`src/source/mem_pkg.sv`:
```
//##########################################################
// Memory system package
// Cache and bank geometry, the shared address word with its
// cache and memory views, and the controller state encoding
//##########################################################
package mem_pkg;

   // Cache geometry
   localparam int tag_w          = 5;
   localparam int index_w        = 8;
   localparam int offset_w       = 3;
   localparam int words_per_line = 4;
   localparam int word_w         = $clog2(words_per_line);
   localparam int num_lines      = 1 << index_w;

   // Banked memory geometry and timing
   localparam int num_banks        = 4;
   localparam int bank_w           = $clog2(num_banks);
   localparam int bank_busy_cycles = 4;    // Includes the access cycle
   localparam int busy_w           = $clog2(bank_busy_cycles);
   localparam int mem_read_latency = 2;
   localparam int word_addr_w      = 15;
   localparam int row_w            = word_addr_w - bank_w;
   localparam int bank_rows        = 1 << row_w;

   // Same 16-bit address, split for the cache or for the banks
   typedef union packed {
      struct packed {
         logic [tag_w-1:0]    tag;
         logic [index_w-1:0]  index;
         logic [offset_w-1:0] offset;
      } cache;
      struct packed {
         logic [row_w-1:0]  row;          // Upper word address bits
         logic [bank_w-1:0] bank;         // Low word address bits
         logic              byte_sel;
      } mem;
   } mem_addr_u;

   typedef enum logic [2:0] {
      idle,
      compare,
      write_back,
      fill_issue,
      fill_wait,
      install,
      finish
   } ctrl_state_t;

endpackage
```
`src/source/cache_controller.sv`:
```
//##########################################################
// Cache controller FSM
// Handles hits, dirty line write-back and a pipelined line
// fill, then repeats the compare so writes merge
//##########################################################
`timescale 1ns/1ps

module cache_controller (
   input  logic                         clk,
   input  logic                         rst_n,
   input  logic [15:0]                  addr,
   input  logic                         rd,
   input  logic                         wr,
   input  logic                         hit,
   input  logic                         dirty,
   input  logic                         valid,
   input  logic [mem_pkg::tag_w-1:0]    tag_out,
   input  logic [15:0]                  mem_data_out,
   input  logic                         mem_stall,
   output logic                         done,
   output logic                         stall,
   output logic                         cache_hit,
   output logic                         err,
   output logic                         enable,
   output logic                         comp,
   output logic                         write,
   output logic                         valid_in,
   output logic [mem_pkg::offset_w-1:0] word_offset,
   output logic                         fill_select,
   output logic [15:0]                  mem_addr,
   output logic                         mem_wr,
   output logic                         mem_rd
);

   localparam int lat = mem_pkg::mem_read_latency;

   mem_pkg::ctrl_state_t state;
   mem_pkg::ctrl_state_t state_nxt;
   mem_pkg::mem_addr_u   req_addr;
   mem_pkg::mem_addr_u   line_addr;

   logic                       req_wr;      // Latched operation
   logic                       err_q;
   logic                       hit_q;
   logic                       first_cmp;
   logic [mem_pkg::word_w-1:0] wb_cnt;
   logic [mem_pkg::word_w-1:0] issue_cnt;
   logic [lat-1:0]             ret_vld;
   logic [mem_pkg::word_w-1:0] ret_word [lat];
   logic                       req_valid;
   logic                       req_bad;
   logic                       fill_take;
   logic                       ret_now;
   logic [mem_pkg::word_w-1:0] ret_tail;
   logic [mem_pkg::word_w-1:0] last_idx;

   assign req_addr  = addr;
   assign req_valid = rd | wr;
   assign req_bad   = (rd & wr) | req_addr.cache.offset[0];   // Conflict or odd address
   assign fill_take = mem_rd & ~mem_stall;
   assign ret_now   = ret_vld[lat-1];
   assign ret_tail  = ret_word[lat-1];
   assign last_idx  = mem_pkg::word_w'(mem_pkg::words_per_line - 1);

   assign done      = (state == mem_pkg::finish);
   assign stall     = (state != mem_pkg::idle);
   assign err       = done & err_q;
   assign cache_hit = done & hit_q;
   assign mem_addr  = line_addr;

   // Track which word of the fill comes back each cycle
   always_ff @(posedge clk or negedge rst_n) begin
      if (!rst_n) begin
         ret_vld <= '0;
      end else begin
         ret_vld <= {ret_vld[lat-2:0], fill_take};
      end
   end

   always_ff @(posedge clk) begin
      ret_word[0] <= issue_cnt;
      for (int i = 1; i < lat; i++) begin
         ret_word[i] <= ret_word[i-1];
      end
   end

   always_ff @(posedge clk or negedge rst_n) begin
      if (!rst_n) begin
         state     <= mem_pkg::idle;
         req_wr    <= 1'b0;
         err_q     <= 1'b0;
         hit_q     <= 1'b0;
         first_cmp <= 1'b0;
         wb_cnt    <= '0;
         issue_cnt <= '0;
      end else begin
         state <= state_nxt;
         case (state)
            mem_pkg::idle: begin
               if (req_valid) begin
                  req_wr    <= wr;
                  err_q     <= req_bad;
                  hit_q     <= 1'b0;
                  first_cmp <= 1'b1;
                  wb_cnt    <= '0;
                  issue_cnt <= '0;
               end
            end
            mem_pkg::compare: begin
               first_cmp <= 1'b0;
               if (first_cmp) hit_q <= hit;   // Second compare never counts
            end
            mem_pkg::write_back: if (!mem_stall) wb_cnt <= wb_cnt + 1'b1;
            mem_pkg::fill_issue: if (!mem_stall) issue_cnt <= issue_cnt + 1'b1;
            default: ;
         endcase
      end
   end

   always_comb begin
      state_nxt = state;
      case (state)
         mem_pkg::idle: begin
            if (req_valid) state_nxt = req_bad ? mem_pkg::finish : mem_pkg::compare;
         end
         mem_pkg::compare: begin
            if (hit) state_nxt = mem_pkg::finish;
            else if (dirty && valid) state_nxt = mem_pkg::write_back;
            else state_nxt = mem_pkg::fill_issue;
         end
         mem_pkg::write_back: begin
            if (!mem_stall && wb_cnt == last_idx) state_nxt = mem_pkg::fill_issue;
         end
         mem_pkg::fill_issue: begin
            if (!mem_stall && issue_cnt == last_idx) state_nxt = mem_pkg::fill_wait;
         end
         mem_pkg::fill_wait: begin
            // Last word lands next cycle
            if (ret_vld[lat-2] && ret_word[lat-2] == last_idx) state_nxt = mem_pkg::install;
         end
         mem_pkg::install: state_nxt = mem_pkg::compare;
         mem_pkg::finish:  state_nxt = mem_pkg::idle;
         default:          state_nxt = mem_pkg::idle;
      endcase
   end

   always_comb begin
      enable      = 1'b0;
      comp        = 1'b0;
      write       = 1'b0;
      valid_in    = 1'b0;
      fill_select = 1'b0;
      mem_wr      = 1'b0;
      mem_rd      = 1'b0;
      word_offset = req_addr.cache.offset;
      line_addr   = req_addr;
      line_addr.cache.offset = {issue_cnt, 1'b0};
      case (state)
         mem_pkg::compare: begin
            enable = 1'b1;
            comp   = 1'b1;
            write  = req_wr;
         end
         mem_pkg::write_back: begin
            enable      = 1'b1;            // Read victim word
            word_offset = {wb_cnt, 1'b0};
            line_addr.cache.tag    = tag_out;
            line_addr.cache.offset = {wb_cnt, 1'b0};
            mem_wr      = 1'b1;
         end
         mem_pkg::fill_issue, mem_pkg::fill_wait, mem_pkg::install: begin
            mem_rd      = (state == mem_pkg::fill_issue);
            enable      = ret_now;
            write       = ret_now;
            fill_select = ret_now;
            word_offset = {ret_tail, 1'b0};
            valid_in    = ret_now && (ret_tail == last_idx);
         end
         mem_pkg::finish: begin
            enable = 1'b1;                 // Present the word on data_out
            comp   = 1'b1;
         end
         default: ;
      endcase
   end

endmodule

```
`config.mk`:
```
export PLATFORM = sky130hd
export DESIGN_NAME = cache_controller
export DESIGN_NICKNAME = d
export VERILOG_FILES = /design/src/source/mem_pkg.sv /design/src/source/cache_controller.sv
export SDC_FILE = /design/constraint.sdc
export NUM_CORES = 1
export LEC_CHECK = 0
export BUFFER_PORTS_ARGS = -buffer_cell sky130_fd_sc_hd__buf_2
export CAP_MARGIN = 10
export CORE_MARGIN = 4
export CORE_UTILIZATION = 42
export DETAILED_ROUTE_END_ITERATION = 16
export HOLD_SLACK_MARGIN = 0.05
export PLACE_DENSITY = 0.89
export SYNTH_ARGS = -nofsm -noshare
export SYNTH_HDL_FRONTEND = slang
export SYNTH_SLANG_ARGS = --single-unit
```
`constraint.sdc`:
```
create_clock -name clk -period 1.55 [get_ports clk]
set_input_delay 0.2325 -clock clk [delete_from_list [all_inputs] [get_ports clk]]
set_output_delay 0.2325 -clock clk [all_outputs]
set_load 0.01 [all_outputs]
```
==> summary.log <==
qor: placed_design.place_ws -0.0602 ns
qor: timing.min_period 1.79 ns
qor: placed_design.dpl_cell_area 1360 µm²
qor: timing.setup_slack -0.238 ns
qor: placed_design.dpl.cell_count 188
qor: placed_design.routabilityCongestion 0.829
qor: power_and_ir_drop.leakage 0.838 nW
qor: timing.clock-skew-final 0.00849 ns
qor: power_and_ir_drop.cellPowerDensity 2270 nW/µm²
qor: power_and_ir_drop.p_total 3.80 mW
qor: routing.postRouteWirelength 3260 µm
qor: floorplanning.die_height 60.2 µm
qor: yosys.synth_area_leader_cell dfrtp_1
qor: floorplanning.initial_core_util 45.0%
qor: yosys.synth.net_count 167
qor: clock_network.clockRootBuffer clkbuf_4
qor: yosys.ys_seq_area_share 35.4%
qor: setup_path.reg2reg_slack -0.01 ns
qor: floorplanning.ios 75
qor: global_route.antenna_violations_before_repair 0
qor: clock_network.worst_setup_hold_path_clk_slew 0.09 ns
qor: setup_path.startpoint_type flop
qor: routing.wl_per_cell 15.9 µm
qor: global_route.grt_pass1_wl 5380 µm
qor: yosys.netlist_top_cells_area dfrtp_1 (28%), dfxtp_1 (7.0%), mux2_2 (6.9%)
qor: setup_path.timing.setup.critical_path_class flop to output pin
qor: setup_path.critical_path.reg2reg.endpoint state[1]$_DFFE_PN0P_
qor: finish.finish.cell_count_without_fillers 205
qor: setup_path.r2r_cells 6
qor: setup_path.crit_path_end mem_addr[12]
qor: yosys.synth.top_cell.area_share 28.4%
qor: yosys.synthesis.area_per_instance 9.55 µm²
qor: run_status.run_status finished with violations
qor: worst_hold_path.min_delay_path_depth 2
qor: timing.final-setup-viol-count 18
qor: timing.timing.final.max_slew_violations 0
qor: worst_hold_path.hp-class input pin to flop
qor: timing.fmaxAchievable 0.559 GHz
qor: setup_path.crit_path_max_fanout 8
qor: clock_network.tritoncts_num_sinks 17
qor: power_and_ir_drop.irDropWorstVdd 0.00150 V
qor: setup_path.critical_path.endpoint_type output pin
qor: placed_design.place.port_buffers 41
qor: timing.finalCritPeriodShare 115%
qor: routing.drt_iter0_drc 26
qor: clock_network.max-clock-path-buffers 2
qor: routing.detailedRoute.firstPassIterationCount 4
qor: routing.vias 1154
qor: flow_run.drv.max_cap_violation_count 0
qor: setup_path.cp_data_arrival_time 1.56 ns
qor: floorplanning.die-area 3630 µm²
qor: finish.layout_cells_sized_above_1 57.1%
qor: routing.route.detailed.vias_per_inst 5.63
qor: clock_network.tritoncts done
qor: routing.drtAntennaViolNets 0
qor: yosys.ys_ff_latch 17
qor: setup_path.worst_r2r_startpoint state[0]$_DFFE_PN0P_
qor: clock_network.worstSkewPairLatency 0.28 ns
qor: global_route.largest_net_degree_at_the_start_of_global_routing 14
qor: timing.rsz0062_at_grt true
qor: floorplanning.core 2540 µm²
qor: global_route.global_router_s_overall_resource_usage 19.8%
qor: setup_path.startpoint state[0]$_DFFE_PN0P_
qor: floorplanning.die_w 60.2 µm
qor: global_route.grt_pass1_vias 1222
qor: timing.finalHoldViolations 0
qor: floorplanning.rows 18
qor: yosys.syn_area 1150 µm²
qor: run_status.violated_checks setup timing
qor: yosys.instance_count_of_the_mapped_netlist 120
qor: yosys.number_of_distinct_library_cells_after_synthesis 45
qor: routing.drc 0
qor: finish.num_antenna_cells 0
qor: yosys.count_of_synthesis_stage_warnings_from_yosys 0
qor: clock_network.cts_buffers 3
qor: setup_path.critPathRequiredTime 1.32 ns
qor: placed_design.dp_hpwl 2280 µm
qor: finish.final_cell_area_excluding_filler_cells 1680 µm²
qor: finish.final_util 65.9%
qor: finish.fin_nets 223
qor: global_route.globalRoute.totalOverflow 0
qor: clock_network.htree_levels 1
qor: finish.area_growth 46.3%
## kinds of logic (layout without fill, tap and decap cells)
logic type      Yosys count  count (layout)  share of synthesized area, %
buf+inv                  21              76                          12.1
fa+ha+maj                 2               2                          2.18
compound gates           33              33                          20.6
simple gates             32              32                          15.9
other cells               1               1                         0.327
mux                      14              14                          13.4
flops                    17              17                          35.4
## placed cells by master, fill, tap and decap left out, types with 2 or more instances in the layout
master    count
a21o_1        2
a21oi_1       8
a21oi_2       2
a22o_1        2
and2_1        2
buf_2        31
buf_4        16
buf_6        16
clkbuf_4      3
dfrtp_1      12
dfxtp_1       4
ha_1          2
inv_1         3
inv_2         2
inv_4         2
mux2_4        8
mux2i_1       6
nand2_1       4
nand2_2       2
nand3_1       3
nor2_1        7
nor2_4        4
nor3b_2       2
o211ai_1      2
o21ai_0       3
o21ai_1       3
## per-stage QoR
stage	hold slack (ns)	TNS (ns)
detailed placement	0.135	-0.345
global placement	0.131	-0.455
finish	0.202	-3.01
floorplan	-0.0631	0
global route	0.193	-4.45
CTS	0.169	-3.11
## layout make-up
type | count | area (µm²)
clock buffer | 4 | 26.3
fill | 207 | 868
inverter | 7 | 31.3
timing repair buffer | 65 | 485
sequential | 17 | 407
multi-input combinational | 82 | 689
tap | 30 | 37.5
## sequential cells by signal, summed over array words and instances, names as in the netlist
signal     cells
state          3
ret_word       4
first_cmp      1
hit_q          1
err_q          1
issue_cnt      2
req_wr         1
wb_cnt         2
ret_vld        2
## timing repair
item | CTS | global route
hold buffers | 1 | 0
setup endpoints to repair | 22 | 23
setup buffers | 10 | 4
pin swaps | 7 | 7
resized for setup | 33 | 11
hold endpoints to repair | 13 | 0
gates cloned | 0 | 0
## layer usage
layer  routed length, µm  vias up  global-route usage, %
met5                   0        -                      0
met2                1830       61                   35.2
li1                    -      533                      -
met3                 209       12                   4.75
met1                1140      548                   21.6
met4                  76        0                   9.81
## cell usage after synthesis (all sizes together)
| cell type | number |
|---|---|
| buf | 13 |
| dfrtp | 13 |
| a21oi | 11 |
| nor2 | 11 |
| mux2 | 8 |
| inv | 7 |
| mux2i | 6 |
| nand2 | 6 |
| o21ai | 6 |
| dfxtp | 4 |
| nand3 | 3 |
| o211ai | 3 |
| a21o | 2 |
| a22o | 2 |
| and2 | 2 |
| ha | 2 |
| nand2b | 2 |
| nor3b | 2 |
| or2 | 2 |
| a211oi | 1 |
| a21boi | 1 |
| a22oi | 1 |
| a31oi | 1 |
| a32o | 1 |
| and2b | 1 |
| and3 | 1 |
| clkbuf | 1 |
| conb | 1 |
| nand3b | 1 |
| nor3 | 1 |
| o2111a | 1 |
| o221a | 1 |
| o22a | 1 |
| o32ai | 1 |
## worst min-delay path by stage
stage	from	endpoint
2_1_floorplan	rst_n	err_q$_DFFE_PN0P_
3_3_place_gp	rst_n	first_cmp$_DFFE_PN0P_
3_5_place_dp	rst_n	first_cmp$_DFFE_PN0P_
4_1_cts	mem_stall	ret_vld[0]$_DFF_PN0_
5_1_grt	mem_stall	ret_vld[0]$_DFF_PN0_
6_report	mem_stall	ret_vld[0]$_DFF_PN0_
## critical path, cell delays in order, from the launching register on
cell     delay (ns)
dfrtp_1        0.42
nor3b_2        0.22
buf_6          0.19
mux2_4         0.32
buf_6          0.12
## where the power goes
group	leakage [nW]	switching, mW	internal, mW
registers	0.195	0.192	0.651
logic	0.628	1.24	1.48
clock network	0.0150	0.130	0.0998
(Power assumes the default switching activity.)
